<file path="config.mk">
export PLATFORM = sky130hd
export DESIGN_NAME = axil_bank_dispatch
export DESIGN_NICKNAME = d
export VERILOG_FILES = /design/src/hw/banked_ram_pkg.sv /design/src/hw/axil_bank_dispatch.sv
export SDC_FILE = /design/constraint.sdc
export NUM_CORES = 1
export LEC_CHECK = 0
export ABC_CLOCK_PERIOD_IN_PS = 4000
export BUFFER_PORTS_ARGS = -buffer_cell sky130_fd_sc_hd__buf_2
export CORE_AREA = 4 4 106 108
export CTS_CLUSTER_DIAMETER = 80
export DETAILED_ROUTE_END_ITERATION = 8
export DIE_AREA = 0 0 110 112
export MAX_ROUTING_LAYER = met4
export PLACE_DENSITY = 0.69
export SYNTH_ARGS = -nofsm -noshare
export SYNTH_HDL_FRONTEND = slang
export SYNTH_SLANG_ARGS = --single-unit
</file>
<file path="constraint.sdc">
create_clock -name rd_clk -period 4 [get_ports rd_clk]
set_input_delay 0.8 -clock rd_clk [delete_from_list [all_inputs] [get_ports rd_clk]]
set_output_delay 0.8 -clock rd_clk [all_outputs]
set_load 0.01 [all_outputs]
</file>
<file path="src/hw/banked_ram_pkg.sv">
// Banked RAM shared definitions
package banked_ram_pkg;

    // ------------------------------------------------------------
    // Geometry
    // ------------------------------------------------------------
    localparam int NUM_BANKS     = 4;
    localparam int BANK_SEL_WID  = $clog2(NUM_BANKS);
    localparam int BANK_ADDR_WID = 8;
    localparam int DATA_WID      = 32;
    localparam int STRB_WID      = DATA_WID / 8;
    // Byte offset bits below the word index
    localparam int WORD_LSB      = 2;
    localparam int AXI_ADDR_WID  = WORD_LSB + BANK_ADDR_WID + BANK_SEL_WID;

    // Plain vector types
    typedef logic [DATA_WID-1:0]      word_t;
    typedef logic [BANK_ADDR_WID-1:0] bank_addr_t;
    typedef logic [BANK_SEL_WID-1:0]  bank_sel_t;
    typedef logic [AXI_ADDR_WID-1:0]  axil_addr_t;
    typedef logic [1:0]               axil_resp_t;
    typedef logic [STRB_WID-1:0]      strb_t;

    // AXI response codes
    localparam axil_resp_t RESP_OKAY   = 2'b00;
    localparam axil_resp_t RESP_SLVERR = 2'b10;

    // ------------------------------------------------------------
    // Bank mode and read pipeline
    // ------------------------------------------------------------
    // Timing mode adds the block-RAM output register
    typedef enum logic {
        OPT_MODE_TIMING,
        OPT_MODE_LATENCY
    } opt_mode_t;

    localparam opt_mode_t BANK_OPT_MODE = OPT_MODE_TIMING;
    localparam int BANK_RD_LATENCY = (BANK_OPT_MODE == OPT_MODE_TIMING) ? 2 : 1;

    // Response buffer, power of two
    localparam int R_FIFO_DEPTH = 4;
    localparam int R_PTR_WID    = $clog2(R_FIFO_DEPTH);
    // Counts 0..R_FIFO_DEPTH plus one not yet counted issue
    localparam int R_CNT_WID    = $clog2(R_FIFO_DEPTH + 2);

    // Write response FSM
    typedef enum logic {
        WR_IDLE,
        WR_RESP
    } wr_state_t;

    // ------------------------------------------------------------
    // Bank request and response records
    // ------------------------------------------------------------
    // Write request, same payload to every bank
    typedef struct packed {
        logic       req;
        bank_addr_t addr;
        word_t      data;
    } bank_wr_t;

    // Read request, one bank enabled at a time
    typedef struct packed {
        logic       en;
        bank_addr_t addr;
    } bank_rd_t;

    // One buffered R beat
    typedef struct packed {
        word_t      data;
        axil_resp_t resp;
    } axil_r_t;

endpackage : banked_ram_pkg

</file>
<file path="src/hw/axil_bank_dispatch.sv">
// AXI4-Lite request side and bank decode
`timescale 1ns/1ps

module axil_bank_dispatch (
    input  logic                       rd_clk,
    input  logic                       rd_srst,

    // AW and W
    input  logic                       awvalid,
    input  banked_ram_pkg::axil_addr_t awaddr,
    output logic                       awready,
    input  logic                       wvalid,
    input  banked_ram_pkg::word_t      wdata,
    input  banked_ram_pkg::strb_t      wstrb,
    output logic                       wready,

    // B
    output logic                       bvalid,
    output banked_ram_pkg::axil_resp_t bresp,
    input  logic                       bready,

    // AR
    input  logic                       arvalid,
    input  banked_ram_pkg::axil_addr_t araddr,
    output logic                       arready,

    // Bank side
    output banked_ram_pkg::bank_wr_t   wr_req [banked_ram_pkg::NUM_BANKS],
    output banked_ram_pkg::bank_rd_t   rd_req [banked_ram_pkg::NUM_BANKS],

    // Collector side
    output logic                       rd_issue,
    output banked_ram_pkg::bank_sel_t  rd_issue_bank,
    input  logic                       rd_credit
);
    // ------------------------------------------------------------
    // Address decode
    // ------------------------------------------------------------
    banked_ram_pkg::bank_sel_t  aw_bank;
    banked_ram_pkg::bank_addr_t aw_word;
    banked_ram_pkg::bank_sel_t  ar_bank;
    banked_ram_pkg::bank_addr_t ar_word;

    // Bits 1:0 dropped, word index next, bank on top
    assign aw_word = awaddr[banked_ram_pkg::WORD_LSB +: banked_ram_pkg::BANK_ADDR_WID];
    assign aw_bank = awaddr[banked_ram_pkg::AXI_ADDR_WID-1 -: banked_ram_pkg::BANK_SEL_WID];
    assign ar_word = araddr[banked_ram_pkg::WORD_LSB +: banked_ram_pkg::BANK_ADDR_WID];
    assign ar_bank = araddr[banked_ram_pkg::AXI_ADDR_WID-1 -: banked_ram_pkg::BANK_SEL_WID];

    // ------------------------------------------------------------
    // Write path
    // ------------------------------------------------------------
    banked_ram_pkg::wr_state_t  wr_state;
    logic                       aw_fire;
    logic                       strb_full;
    logic [banked_ram_pkg::NUM_BANKS-1:0] wr_hit_q;
    banked_ram_pkg::bank_addr_t wr_addr_q;
    banked_ram_pkg::word_t      wr_data_q;

    // AW and W accepted together, one write at a time
    assign aw_fire   = (wr_state == banked_ram_pkg::WR_IDLE) && awvalid && wvalid;
    assign awready   = aw_fire;
    assign wready    = aw_fire;
    // Only whole-word writes reach the array
    assign strb_full = (wstrb == '1);
    assign bvalid    = (wr_state == banked_ram_pkg::WR_RESP);

    always_ff @(posedge rd_clk) begin
        if (rd_srst) begin
            wr_state <= banked_ram_pkg::WR_IDLE;
            wr_hit_q <= '0;
        end else begin
            // Bank req is a single-cycle pulse
            wr_hit_q <= '0;
            unique case (wr_state)
                banked_ram_pkg::WR_IDLE: begin
                    if (aw_fire) begin
                        wr_state <= banked_ram_pkg::WR_RESP;
                        if (strb_full) begin
                            wr_hit_q[aw_bank] <= 1'b1;
                        end
                    end
                end
                banked_ram_pkg::WR_RESP: begin
                    if (bready) begin
                        wr_state <= banked_ram_pkg::WR_IDLE;
                    end
                end
                default: wr_state <= banked_ram_pkg::WR_IDLE;
            endcase
        end
    end

    // Write payload and response code
    always_ff @(posedge rd_clk) begin
        if (aw_fire) begin
            wr_addr_q <= aw_word;
            wr_data_q <= wdata;
            bresp     <= strb_full ? banked_ram_pkg::RESP_OKAY : banked_ram_pkg::RESP_SLVERR;
        end
    end

    // ------------------------------------------------------------
    // Read path
    // ------------------------------------------------------------
    logic                       ar_fire;
    logic [banked_ram_pkg::NUM_BANKS-1:0] rd_en_q;
    banked_ram_pkg::bank_addr_t rd_addr_q;

    // Collector owns flow control
    assign arready = rd_credit;
    assign ar_fire = arvalid && rd_credit;

    always_ff @(posedge rd_clk) begin
        if (rd_srst) begin
            rd_en_q  <= '0;
            rd_issue <= 1'b0;
        end else begin
            rd_en_q <= '0;
            if (ar_fire) begin
                rd_en_q[ar_bank] <= 1'b1;
            end
            rd_issue <= ar_fire;
        end
    end

    always_ff @(posedge rd_clk) begin
        if (ar_fire) begin
            rd_addr_q     <= ar_word;
            rd_issue_bank <= ar_bank;
        end
    end

    // Shared payload, per-bank strobes
    generate
        for (genvar b = 0; b < banked_ram_pkg::NUM_BANKS; b++) begin : g_req
            assign wr_req[b] = '{req: wr_hit_q[b], addr: wr_addr_q, data: wr_data_q};
            assign rd_req[b] = '{en: rd_en_q[b], addr: rd_addr_q};
        end
    endgenerate

    // B beat held until taken
    a_b_hold : assert property (
        @(posedge rd_clk) disable iff (rd_srst)
        bvalid && !bready |=> bvalid && $stable(bresp)
    ) else $error("B dropped before bready");

    a_rd_onehot : assert property (
        @(posedge rd_clk) disable iff (rd_srst) $onehot0(rd_en_q)
    ) else $error("More than one bank read enable");

endmodule : axil_bank_dispatch

</file>
==> flow_metrics.py <==
metrics = {
    "final_layout": {
        "fin_nets": 429,
        "syn_to_final_growth_pct": 20.9,
        "layout-drive-gt1-share": 0.796,
        "finalInstanceArea_um2": 3630,
    },
    "synthesis": {
        "synth_ff_type": "edfxtp_1",
        "synth_edf_count": 51,
        "synth_top_cells_by_count": "buf_4 (147), edfxtp_1 (51), dfxtp_1 (10), and3b_1 (3)",
        "synth_warnings": 0,
        "syn_nets": 294,
        "ys_ff_latch": 61,
        "synthDistinctLibCells": 18,
        "synth_top_area_cell": "edfxtp_1",
        "syn_inst": 227,
        "syn-cell-area_um2": 3000,
        "async_flop_share": 0,
        "synth_area_per_cell_um2": 13.2,
        "ys_seq_area_frac": 0.577,
        "yosysMostFrequentCell": "buf_4",
        "yosysTopAreaCellShare": 0.510,
        "synth_area_leaders": "edfxtp_1 (51%), buf_4 (37%), dfxtp_1 (6.7%)",
    },
    "cts": {
        "cts_buffers": 9,
        "postCtsSetupBuffers": 0,
        "htreeDepth": 3,
        "cts_tree": "done",
        "cts_buffer_depth": 2,
        "hold_buffers": 0,
        "clock_latency_ns": 0.33,
        "clk_pin_slew_ns": 0.08,
        "cts_num_sinks": 61,
        "cts_root_buf": "clkbuf_8",
        "cts_resized": 0,
    },
    "routing": {
        "drt_drc_violations_left": 0,
        "num_vias": 1918,
        "via_per_inst": 3.81,
        "drtPass1Iterations": 4,
        "postRouteAntennaNets": 0,
        "routedWlPerCell_um": 14.4,
        "drtIter0Drc": 30,
        "drt-total-wl_mm": 7.24,
    },
    "sta": {
        "maxSlewHeadroom": 0.647,
        "hold_violations": 0,
        "setup_viol": 0,
        "final_max_slew_viol_count": 0,
        "tightestPinTransition_ns": 0.529,
        "rsz0062_at_grt": "false",
        "hold_ws_ns": 0.516,
        "period_needed_ns": 2.08,
        "finalClockSkew_ns": 0.0100,
        "final.setup.tns_ns": 0,
        "fin_crit_sh": 0.520,
        "max_freq_mhz": 480,
        "fin_ws_ns": 1.92,
    },
    "die": {
        "coreArea_um2": 10200,
        "die_height_um": 112,
        "num_rows": 37,
        "die_area_um2": 12300,
        "io_pins": 276,
        "initial_core_util": 0.293,
        "die_w_um": 110,
    },
    "min_path": {
        "holdCritStartpoint": "bvalid$_SDFF_PP0_",
        "hold_depth": 2,
        "hold_class": "reg -> reg",
        "whs_endpoint": "bvalid$_SDFF_PP0_",
    },
    "setup_path": {
        "reg2regPathDepth": 3,
        "path_max_fanout": 3,
        "cp_slowest_cell": "buf_2",
        "r2r-start": "bvalid$_SDFF_PP0_",
        "startpoint": "awvalid",
        "crit_arrival_ns": 1.28,
        "critPathMostFrequentCell": "buf_2",
        "path_buf_inv": 3,
        "critPathLaunchType": "primary input",
        "path_class": "in -> out",
        "crit_path_cell_trace": "buf_2 > nand3b_1 > inv_2 > buf_2",
        "path_delay_family": "buffers and inverters",
        "critPathMaxStageDelay_ns": 0.14,
        "r2r_slack_ns": 2.50,
        "endpoint_kind": "output pin",
        "r2r_end": "wr_data_q[17]$_DFFE_PP_",
        "required_ns": 3.20,
    },
    "placed_design": {
        "gp_congestion": 0.736,
        "pre_cts_ws_ns": 1.89,
        "io_buffers": 270,
        "hpwl_mm": 5.94,
        "postPlaceCellArea_um2": 3430,
    },
    "status": {
        "outcome": "finished clean",
    },
    "power_and_ir_drop": {
        "p_leak_nw": 1.80,
        "vdd_drop_max_mv": 0.134,
        "power_density_nw_per_um2": 409,
    },
    "job": {
        "drv_cap": 0,
    },
    "global_route": {
        "grt_pass1_wl_mm": 10.0,
        "antenna_found_initial": 1,
        "grt_max_degree": 42,
        "grt.total_usage": 0.112,
        "grt.overflow.total": 0,
        "grt_pass1_vias": 1884,
    },
}
cells in the final DEF (no fill, tap or decap), types with 2 or more instances in the layout:
| master | synthesis | routed |
|---|---|---|
| nor4_1 | 2 | 2 |
| edfxtp_1 | 51 | 51 |
| buf_2 | 0 | 270 |
| and3b_1 | 3 | 3 |
| clkbuf_8 | 0 | 10 |
| clkinvlp_4 | 0 | 3 |
| clkinv_2 | 0 | 2 |
| dfxtp_1 | 10 | 10 |
through the flow:
stage	instances	util	power (mW)
2_1_floorplan	227	-	0.910
3_3_place_gp	487	0.335	0.949
3_5_place_dp	487	0.335	0.953
4_1_cts	503	0.355	1.52
5_1_grt	504	0.355	1.57
6_report	504	0.355	1.48
metal layers:
layer  vias up  share of wire  wire length [µm]  track usage
met4         0          0.014               100       0.0507
met1       880           0.35              2520        0.116
met2       151           0.52              3800        0.195
met3        10           0.11               827       0.0301
li1        877              -                 -            -
met5         -              0                 0            -
state kept, by name, summed over array words and instances, names as in the netlist:
| signal | count |
|---|---|
| wr_data_q | 32 |
| wr_addr_q | 8 |
| rd_addr_q | 8 |
| bresp | 1 |
| rd_issue | 1 |
| rd_en_q | 4 |
| wr_hit_q | 4 |
| rd_issue_bank | 2 |
| bvalid | 1 |
worst max-delay path by stage:
stage	end	depth (start not counted)	slack, ns
3_3_place_gp	awready	4	1.92
2_1_floorplan	wready	3	1.15
6_report	wready	4	1.92
5_1_grt	awready	4	1.89
4_1_cts	wready	4	1.89
3_5_place_dp	wready	4	1.89
area by class of cell:
| type | count | area [µm²] |
|---|---|---|
| clock buffers | 10 | 138 |
| flip-flops and latches | 61 | 1730 |
| diodes | 1 | 2.50 |
| clock inverters | 6 | 62.6 |
| inverters | 2 | 7.51 |
| repair buffers | 271 | 1360 |
| well taps | 136 | 170 |
| multi-input cells | 17 | 159 |
| fillers | 1022 | 6600 |
tightest hold or removal path: cells and delay by family, from the launching register on:
kind / cells / cell delay (ns)
DFF: 1 / 0.34
and+or+nand+nor: 1 / 0.07
AOI/OAI and AO/OA: 1 / 0.06
power by group:
part / switching [mW] / internal (mW) / total, mW
Sequential: 0.0206 / 0.721 / 0.742
Combinational: 0.107 / 0.0843 / 0.191
Clock: 0.249 / 0.302 / 0.551
cells by family (layout without fill, tap and decap cells):
kind of cell / after synthesis / after routing / synth area share
AND/OR/NAND/NOR: 15 / 15 / 0.0500
buffers and inverters: 149 / 289 / 0.370
other: 1 / 2 / 0.00125
flip-flops: 61 / 61 / 0.577
AO/OA/AOI/OAI: 1 / 1 / 0.00167
(Power assumes the default switching activity.)
