## src/hw/banked_ram_pkg.sv

```systemverilog
// Banked RAM shared definitions
package banked_ram_pkg;

    // ------------------------------------------------------------
    // Geometry
    // ------------------------------------------------------------
    localparam int NUM_BANKS     = 4;
    localparam int BANK_SEL_WID  = $clog2(NUM_BANKS);
    localparam int BANK_ADDR_WID = 8;
    localparam int DATA_WID      = 32;
    localparam int STRB_WID      = DATA_WID / 8;
    // Byte offset bits below the word index
    localparam int WORD_LSB      = 2;
    localparam int AXI_ADDR_WID  = WORD_LSB + BANK_ADDR_WID + BANK_SEL_WID;

    // Plain vector types
    typedef logic [DATA_WID-1:0]      word_t;
    typedef logic [BANK_ADDR_WID-1:0] bank_addr_t;
    typedef logic [BANK_SEL_WID-1:0]  bank_sel_t;
    typedef logic [AXI_ADDR_WID-1:0]  axil_addr_t;
    typedef logic [1:0]               axil_resp_t;
    typedef logic [STRB_WID-1:0]      strb_t;

    // AXI response codes
    localparam axil_resp_t RESP_OKAY   = 2'b00;
    localparam axil_resp_t RESP_SLVERR = 2'b10;

    // ------------------------------------------------------------
    // Bank mode and read pipeline
    // ------------------------------------------------------------
    // Timing mode adds the block-RAM output register
    typedef enum logic {
        OPT_MODE_TIMING,
        OPT_MODE_LATENCY
    } opt_mode_t;

    localparam opt_mode_t BANK_OPT_MODE = OPT_MODE_TIMING;
    localparam int BANK_RD_LATENCY = (BANK_OPT_MODE == OPT_MODE_TIMING) ? 2 : 1;

    // Response buffer, power of two
    localparam int R_FIFO_DEPTH = 4;
    localparam int R_PTR_WID    = $clog2(R_FIFO_DEPTH);
    // Counts 0..R_FIFO_DEPTH plus one not yet counted issue
    localparam int R_CNT_WID    = $clog2(R_FIFO_DEPTH + 2);

    // Write response FSM
    typedef enum logic {
        WR_IDLE,
        WR_RESP
    } wr_state_t;

    // ------------------------------------------------------------
    // Bank request and response records
    // ------------------------------------------------------------
    // Write request, same payload to every bank
    typedef struct packed {
        logic       req;
        bank_addr_t addr;
        word_t      data;
    } bank_wr_t;

    // Read request, one bank enabled at a time
    typedef struct packed {
        logic       en;
        bank_addr_t addr;
    } bank_rd_t;

    // One buffered R beat
    typedef struct packed {
        word_t      data;
        axil_resp_t resp;
    } axil_r_t;

endpackage : banked_ram_pkg

```

## src/hw/axil_read_collect.sv

```systemverilog
// Read return path with response buffer
`timescale 1ns/1ps

module axil_read_collect (
    input  logic                       rd_clk,
    input  logic                       rd_srst,

    // From dispatcher
    input  logic                       rd_issue,
    input  banked_ram_pkg::bank_sel_t  rd_issue_bank,
    output logic                       rd_credit,

    // From banks
    input  banked_ram_pkg::word_t      bank_rd_data [banked_ram_pkg::NUM_BANKS],

    // R
    output logic                       rvalid,
    output banked_ram_pkg::word_t      rdata,
    output banked_ram_pkg::axil_resp_t rresp,
    input  logic                       rready
);
    localparam int LAT = banked_ram_pkg::BANK_RD_LATENCY;

    // ------------------------------------------------------------
    // Bank number delay line
    // ------------------------------------------------------------
    // Tracks the bank latency; the FIFO write is the last stage
    logic [LAT-1:0]            dly_vld;
    banked_ram_pkg::bank_sel_t dly_bank [LAT];
    logic                      push;
    banked_ram_pkg::axil_r_t   push_beat;

    always_ff @(posedge rd_clk) begin
        if (rd_srst) begin
            dly_vld <= '0;
        end else begin
            dly_vld[0] <= rd_issue;
            for (int i = 1; i < LAT; i++) begin
                dly_vld[i] <= dly_vld[i-1];
            end
        end
    end

    always_ff @(posedge rd_clk) begin
        dly_bank[0] <= rd_issue_bank;
        for (int i = 1; i < LAT; i++) begin
            dly_bank[i] <= dly_bank[i-1];
        end
    end

    // Bank data valid this cycle
    assign push      = dly_vld[LAT-1];
    assign push_beat = '{
        data: bank_rd_data[dly_bank[LAT-1]],
        resp: banked_ram_pkg::RESP_OKAY
    };

    // ------------------------------------------------------------
    // Response FIFO
    // ------------------------------------------------------------
    banked_ram_pkg::axil_r_t fifo_mem [banked_ram_pkg::R_FIFO_DEPTH];
    // Extra MSB tells full from empty
    logic [banked_ram_pkg::R_PTR_WID:0] wr_ptr;
    logic [banked_ram_pkg::R_PTR_WID:0] rd_ptr;
    logic                               fifo_empty;
    logic                               fifo_full;
    logic                               pop;
    banked_ram_pkg::axil_r_t            head;

    assign fifo_empty = (wr_ptr == rd_ptr);
    assign fifo_full  = (wr_ptr[banked_ram_pkg::R_PTR_WID] != rd_ptr[banked_ram_pkg::R_PTR_WID])
                     && (wr_ptr[banked_ram_pkg::R_PTR_WID-1:0]
                         == rd_ptr[banked_ram_pkg::R_PTR_WID-1:0]);
    assign pop        = rvalid && rready;

    always_ff @(posedge rd_clk) begin
        if (rd_srst) begin
            wr_ptr <= '0;
            rd_ptr <= '0;
        end else begin
            if (push) begin
                wr_ptr <= wr_ptr + 1'b1;
            end
            if (pop) begin
                rd_ptr <= rd_ptr + 1'b1;
            end
        end
    end

    always_ff @(posedge rd_clk) begin
        if (push) begin
            fifo_mem[wr_ptr[banked_ram_pkg::R_PTR_WID-1:0]] <= push_beat;
        end
    end

    // R driven from head entry
    assign head   = fifo_mem[rd_ptr[banked_ram_pkg::R_PTR_WID-1:0]];
    assign rvalid = !fifo_empty;
    assign rdata  = head.data;
    assign rresp  = head.resp;

    // ------------------------------------------------------------
    // Credit
    // ------------------------------------------------------------
    // In flight plus buffered reads
    logic [banked_ram_pkg::R_CNT_WID-1:0] rd_cnt;
    logic [banked_ram_pkg::R_CNT_WID-1:0] rd_cnt_eff;

    // Issue in its first cycle is not yet counted
    assign rd_cnt_eff = rd_cnt + banked_ram_pkg::R_CNT_WID'(rd_issue);
    assign rd_credit  = (rd_cnt_eff < banked_ram_pkg::R_CNT_WID'(banked_ram_pkg::R_FIFO_DEPTH));

    always_ff @(posedge rd_clk) begin
        if (rd_srst) begin
            rd_cnt <= '0;
        end else begin
            rd_cnt <= rd_cnt_eff - banked_ram_pkg::R_CNT_WID'(pop);
        end
    end

    // Credit must keep the buffer from filling past depth
    a_no_overflow : assert property (
        @(posedge rd_clk) disable iff (rd_srst) push |-> !fifo_full
    ) else $error("Response FIFO overflow");

    a_r_hold : assert property (
        @(posedge rd_clk) disable iff (rd_srst)
        rvalid && !rready |=> rvalid && $stable(rdata) && $stable(rresp)
    ) else $error("R beat changed before rready");

endmodule : axil_read_collect

```

## config.mk

```make
export PLATFORM = sky130hd
export DESIGN_NAME = axil_read_collect
export DESIGN_NICKNAME = d
export VERILOG_FILES = /design/src/hw/banked_ram_pkg.sv /design/src/hw/axil_read_collect.sv
export SDC_FILE = /design/constraint.sdc
export NUM_CORES = 1
export LEC_CHECK = 0
export BUFFER_PORTS_ARGS = -buffer_cell sky130_fd_sc_hd__buf_4
export CAP_MARGIN = 20
export CORE_MARGIN = 2
export CORE_UTILIZATION = 55
export DETAILED_ROUTE_END_ITERATION = 7
export PLACE_DENSITY = 0.84
export SYNTH_ARGS = -nofsm -noshare
export SYNTH_HDL_FRONTEND = slang
export SYNTH_SLANG_ARGS = --single-unit
export TNS_END_PERCENT = 30
```

## constraint.sdc

```tcl
create_clock -name rd_clk -period 6.1 [get_ports rd_clk]
set_clock_uncertainty 0.15 [all_clocks]
set_input_delay 0.915 -clock rd_clk [delete_from_list [all_inputs] [get_ports rd_clk]]
set_output_delay 0.915 -clock rd_clk [all_outputs]
set_load 0.1 [all_outputs]
```

==> results.md, run 1 <==
* Status: completed
* # port buffers at 167
* Num CTS Buffers at 17
* Antenna Nets Post-Route at 0
* Gp weighted congestion at 0.719
* F_max at 0.294 GHz
* R2R cell count at 2
* Pwr per Cell Area at 395 mW/mm2
* Critical Path AT at 2.34 ns
* Final period util at 55.8%
* Hold Path Stages at 0
* Final critical-path required period at 3.41 ns
* Reg clk slew, reported paths at 0.06 ns
* Root buf cell: clkbuf_16
* Pre-antenna DRT Iters at 4
* Antenna Cells at 0
* CTS tree: yes
* DP Cell Count at 584
* Deepest clock path buffer count at 2
* Max-slew headroom at 37.0%
* Post-Syn Area at 0.00628 mm2
* H-tree depth at 4
* Synth warnings at 0
* HP Class: flip-flop to flip-flop
* Full die area at 0.0123 mm2
* Worst Hold Launch: dly_bank[0][0]
* Hold path endpoint: dly_bank[0][2]
* Reg2reg setup slack at 3.81 ns
* Initial DRC Count at 140
* Clk sinks at 145
* Post-detail-place hpwl at 8290 um
* Hold Fails Final Rpt at 0
* Initial cell density of the core at 55.7%
* Final layout net count at 603
* Lkg Pwr at 2.97 nW
* CP Max Fanout at 18
* Unrepaired setup endpoints after global routing: no
* GRT Overall Usage at 20.9%
* CP required at 5.03 ns
* Clock latency on the worst-skew pair at 0.40 ns
* Largest net degree at the start of global routing at 34
* Maximum VDD drop at 0.269 mV
* Die Y at 111 um
* Final Non-Filler Cells at 616
* FP Rows at 39
* Area Overhead vs Synth at 29.2%
* Max-cap viol count at 0
* Per-cell routed wire length at 20.1 um
* Startpoint Class: flip-flop
* Vias in the first global route at 3859
* I/O Pins at 170
* Max-slew violation count at 0
* Avg Vias per Cell at 5.68
* Setup-failing EPs final at 0
* Sequential-to-total area share from yosys stat at 66.7%
* Post-Synthesis Mean Instance Area at 21.7 um2
* Synth cell types at 28
* Gate Count Post-Synth at 289
* Vias at 3501
* Total wire length at 12400 um
* Most frequent cells in the layout: 169 x buf_4, 128 x edfxtp_1, 60 x mux4_2
* Share of cells above drive strength 1 at 57.1%
* CTS resizes at 0
* Die W at 111 um
* Setup TNS at 0 ns
* Initial antenna violation count at 0
* Reg-to-Reg End: fifo_mem[1][31]
* Commonest non-fill, non-tap cell in the layout: buf_4
* First-pass GRT wire length at 19300 um
* Crit. End Element: output pin
* Hold buffers post-CTS at 0
* Slew @ Worst Pin at 0.945 ns
* # DRC at 0
* Core footprint at 0.0113 mm2
* Setup Buffers After CTS at 0
* Flops & latches, synth at 145
* Remaining global-route overflow at 0
* WS Path Type: flip-flop to output pin
* Reg2reg start: dly_bank[0][2]
synth_stat cells (all sizes together):
cell type  number  area, um2
o211ai          1       7.51
nor2b           4       25.0
conb            1       3.75
mux2i           1       10.0
nor3b           2       15.0
dfxtp          17        340
a211o           1       8.76
buf            17        193
o21ai           3       15.0
nand2           2       7.51
clkbuf          1       5.00
xnor2           6       52.6
inv             6       22.5
and2            4       25.0
nand4           4       25.0
xor2            4       35.0
edfxtp        128       3840
mux4           64       1460
nand3           3       15.0
nor2            7       26.3
ha              9        113
a41oi           1       8.76
and4bb          1       12.5
a21oi           2       10.0
per-stage QoR:
stage	power (mW)	setup WS, ns	cell area (um2)	utilization [%]	hold WS [ns]
after floorplan	2.07	2.11	6280	-	0.160
after global placement	2.24	3.04	7540	66.9	0.160
after detailed placement	2.26	3.02	7540	66.9	0.165
after CTS	3.23	2.61	8110	72.0	0.178
after global routing	3.31	2.49	8110	72.0	0.186
final	3.20	2.69	8110	72.0	0.178
how the worst max path moves through the flow:
stage | endpoint | slack, ns
final | rdata[31] | 2.69
after global routing | rdata[31] | 2.49
after CTS | rdata[31] | 2.61
after detailed placement | rd_credit | 3.02
after global placement | rdata[31] | 3.04
after floorplan | rd_credit | 2.11
flip-flops by register name (all words and copies together) (netlist names), named ones only:
| name | cells |
|---|---|
| fifo_mem | 128 |
| dly_bank | 4 |
| rd_cnt | 3 |
| rd_ptr | 3 |
| wr_ptr | 3 |
| dly_vld | 2 |
power by group:
group | switching, mW | total (mW) | leakage, nW | internal (mW)
Clock | 0.378 | 0.975 | 0.270 | 0.597
Combinational | 0.716 | 1.05 | 1.41 | 0.333
Sequential | 0.0537 | 1.18 | 1.30 | 1.12
final cells by class:
class	count	area (um2)
clock buffer	17	425
fill	690	3160
clock inverter	15	145
inverter	6	22.5
tap	143	179
sequential	145	4190
timing repair buffer	169	1270
multi-input combinational	121	1880
logic make-up (layout without fill, tap and decap cells):
group | count (synthesis) | count (layout) | synth area share (%)
compound gates | 8 | 8 | 0.797
xor+xnor | 10 | 10 | 1.40
fa+ha+maj | 9 | 9 | 1.79
buf+inv | 24 | 207 | 3.51
flops | 145 | 145 | 66.7
mux | 65 | 65 | 23.4
other cells | 1 | 2 | 0.0598
simple gates | 27 | 27 | 2.41
critical path: stages, from the launching register on:
cell     delay [ns]
dfxtp_2        0.65
buf_4          0.43
mux4_1         0.59
buf_4          0.25
routing by layer:
layer / vias to the layer above / part of all wire, % / track usage (%)
met4: 0 / 2.3 / 9.17
li1: 1555 / - / -
met3: 21 / 6.3 / 5.14
met5: - / 0 / 0
met1: 1787 / 37 / 23.7
met2: 138 / 55 / 37.7
Note: power is estimated with default switching activity, not from simulation.
==> run 2, diff against run 1 <==
ABC_AREA = 1   (was not set)
CORE_UTILIZATION = 47   (was 55)
PLACE_DENSITY = 0.76   (was 0.84)
clock period = 2.84 ns   (was 6.1 ns; I/O delays follow)
==> run 2 against run 1 <==
Net effect: design area grew 2.4%; core utilization shrank 9.0 points; largest power group unchanged; global-route usage grew 1.2 points; largest cell class unchanged.
==> results.md, run 2 <==
* Status: completed
* Critical path's top delay family: buffers and inverters
* Antenna Nets Post-Route at 0 (unchanged)
* Post-detail-place hpwl at 9750 um (+18%)
* Crit. End Element: output pin
* WS Path Type: flip-flop to output pin
* Die W at 120 um (+8.3%)
* Max-slew headroom at 58.9% (+22 points)
* I/O Pins at 170 (unchanged)
* Async SR Flop Fraction at 0% (unchanged)
* Remaining global-route overflow at 0 (unchanged)
* Total wire length at 15600 um (+26%)
* Final period util at 88.7%
* Die Y at 120 um (+8.3%)
* Clk sinks at 145 (unchanged)
* Share of cells above drive strength 1 at 29.1% (-28 points)
* Clock latency on the worst-skew pair at 0.40 ns (about the same)
* First-pass GRT wire length at 24600 um (+28%)
* Hold Fails Final Rpt at 0 (unchanged)
* Setup TNS at 0 ns (unchanged)
* CP Cell Sequence: inv_4 -> o21ai_0 -> o22ai_1 -> buf_4
* Reg-to-Reg End: fifo_mem[3][31]
* Area leader, netlist: edfxtp_1
* Critical Path AT at 1.94 ns (-0.40 ns)
* H-tree depth at 4 (unchanged)
* Post-Synthesis Mean Instance Area at 11.0 um2 (-49%)
* Gp weighted congestion at 0.747 (+3.9%)
* Vias in the first global route at 4967 (+29%)
* HP Class: input pin to flip-flop
* Power Total at 6.37 mW (+99%)
* CP Max Fanout at 64 (+46)
* Reg2reg setup slack at 1.01 ns (-2.80 ns)
* Most frequent cells in the layout: 175 x buf_4, 137 x nor2_1, 128 x edfxtp_1
* Initial antenna violation count at 0 (unchanged)
* Full die area at 0.0144 mm2 (+17%)
* Top-count cell post-synth: nor2_1
* # DRC at 0 (unchanged)
* Vias at 5096 (+46%)
* Unrepaired setup endpoints after global routing: no
* Synth cell types at 23 (-18%)
* Commonest non-fill, non-tap cell in the layout: buf_4
* Reg2reg start: dly_bank[0][3]
* Post-synth top area share at 60.8% (-0.45 points)
* Core footprint at 0.0132 mm2 (+17%)
* CP required at 2.26 ns (-2.77 ns)
* Final critical-path required period at 2.52 ns
* FP Rows at 42 (+7.7%)
* Pwr per Cell Area at 767 mW/mm2 (+94%)
* Antenna Cells at 0 (unchanged)
* Area Overhead vs Synth at 31.3%
* Final layout net count at 878 (+46%)
* Setup-failing EPs final at 0 (unchanged)
* Largest net degree at the start of global routing at 65 (+91%)
* Deepest clock path buffer count at 2 (unchanged)
* Final core occ at 63.0% (-9.0 points)
* Hold buffers post-CTS at 2 (+2)
* Setup Buffers After CTS at 0 (unchanged)
* Synth area leaders: edfxtp_1 61%, o21ai_0 9.7%, nor2_1 8.1%, o22ai_1 6.3%, dfxtp_1 5.4%
* # port buffers at 167 (unchanged)
* Sequential-to-total area share from yosys stat at 66.2% (-0.49 points)
* Post-Layout Inst Area at 0.00830 mm2 (+2.4%)
* Max-cap viol count at 0 (unchanged)
* Pre-antenna DRT Iters at 5 (+1)
* Startpoint Class: flip-flop
* CTS resizes at 0 (unchanged)
* Hold Path Stages at 2 (+2)
* Gate Count Post-Synth at 575 (+99%)
* R2R cell count at 3 (+1)
* Lkg Pwr at 3.19 nW (+7.4%)
* Worst Hold Launch: rd_srst
* Initial cell density of the core at 47.9% (-7.7 points)
* F_max at 0.397 GHz
* Bufs and invs on worst path at 2 (unchanged)
* Root buf cell: clkbuf_16
* GRT Overall Usage at 22.1% (+1.2 points)
* Num CTS Buffers at 17 (unchanged)
* CP max stage cell: inv_4
* Avg Vias per Cell at 5.52 (-3.0%)
* Reg clk slew, reported paths at 0.06 ns (about the same)
* Synth warnings at 0 (unchanged)
* Per-cell routed wire length at 16.9 um (-16%)
* Initial DRC Count at 394 (+180%)
* Commonest cells post-synth: 137 x nor2_1, 128 x edfxtp_1, 122 x o21ai_0
* Largest register FFs at 128 (unchanged)
* Max stage delay on crit path at 0.44 ns (-0.21 ns)
* Post-Syn Area at 0.00632 mm2 (+0.74%)
* Final hold slack at 0.0679 ns (-0.110 ns)
* EDFF count, synth at 128 (unchanged)
* Placed Area at 0.00770 mm2 (+2.1%)
* Slew @ Worst Pin at 0.616 ns (-0.329 ns)
* Synth Flop Type: edfxtp_1
* CTS tree: yes
* Hold path endpoint: rd_cnt[0]
* Max-slew violation count at 0 (unchanged)
* Flops & latches, synth at 145 (unchanged)
* Maximum VDD drop at 0.388 mV (+44%)
run 2: cell types whose count changed after synthesis, moves of 10 or more:
| cell | delta |
|---|---|
| nor2_1 | +130 |
| o21ai_0 | +119 |
| o22ai_1 | +64 |
| mux4_2 | -60 |
| nand2_1 | +12 |
| buf_2 | +10 |
run 2: layer usage:
layer	track usage (%)	routed length (um)
met5	0	0
met2	38.0	7950
met1	27.2	6440
met4	8.38	234
met3	4.99	956
run 2: cell families (layout without fill, tap and decap cells):
family	Yosys count	after routing	share of synthesized area [%]
AO/OA/AOI/OAI	201	201	17.2
adder cells (fa/ha/maj)	9	9	1.78
XOR/XNOR	3	3	0.416
buffers and inverters	60	232	4.91
AND/OR/NAND/NOR	156	156	9.48
other	1	2	0.0593
flip-flops	145	145	66.2
run 2: report_power, final:
part | leakage [nW] | switching [mW] | internal [mW]
Clock | 0.272 | 0.858 | 1.30
Sequential | 1.30 | 0.0259 | 2.40
Combinational | 1.62 | 1.35 | 0.434
run 2: final cells by class:
cell class / count / area, um2
clock buffers: 18 / 429
clock inverters: 14 / 155
fillers: 1003 / 4890
inverters: 20 / 80.1
multi-input cells: 371 / 1840
flip-flops and latches: 145 / 4190
well taps: 176 / 220
repair buffers: 180 / 1390
run 2: stage by stage:
step | cells | worst slack [ns]
6_report | 924 | 0.321
5_1_grt | 924 | 0.164
4_1_cts | 924 | 0.295
3_5_place_dp | 890 | 0.726
3_3_place_gp | 890 | 0.794
2_1_floorplan | 576 | 0.0481
run 2: worst max-delay path by stage:
stage                          from   endpoint  slack (ns)  depth (start not counted)
after floorplan           flip-flop  rdata[12]        0.05                          5
after global placement    flip-flop  rdata[16]        0.79                          4
after detailed placement  flip-flop  rdata[21]        0.73                          4
after CTS                 flip-flop  rdata[21]        0.29                          4
after global routing      flip-flop  rdata[29]        0.16                          4
final                     flip-flop  rdata[21]        0.32                          4
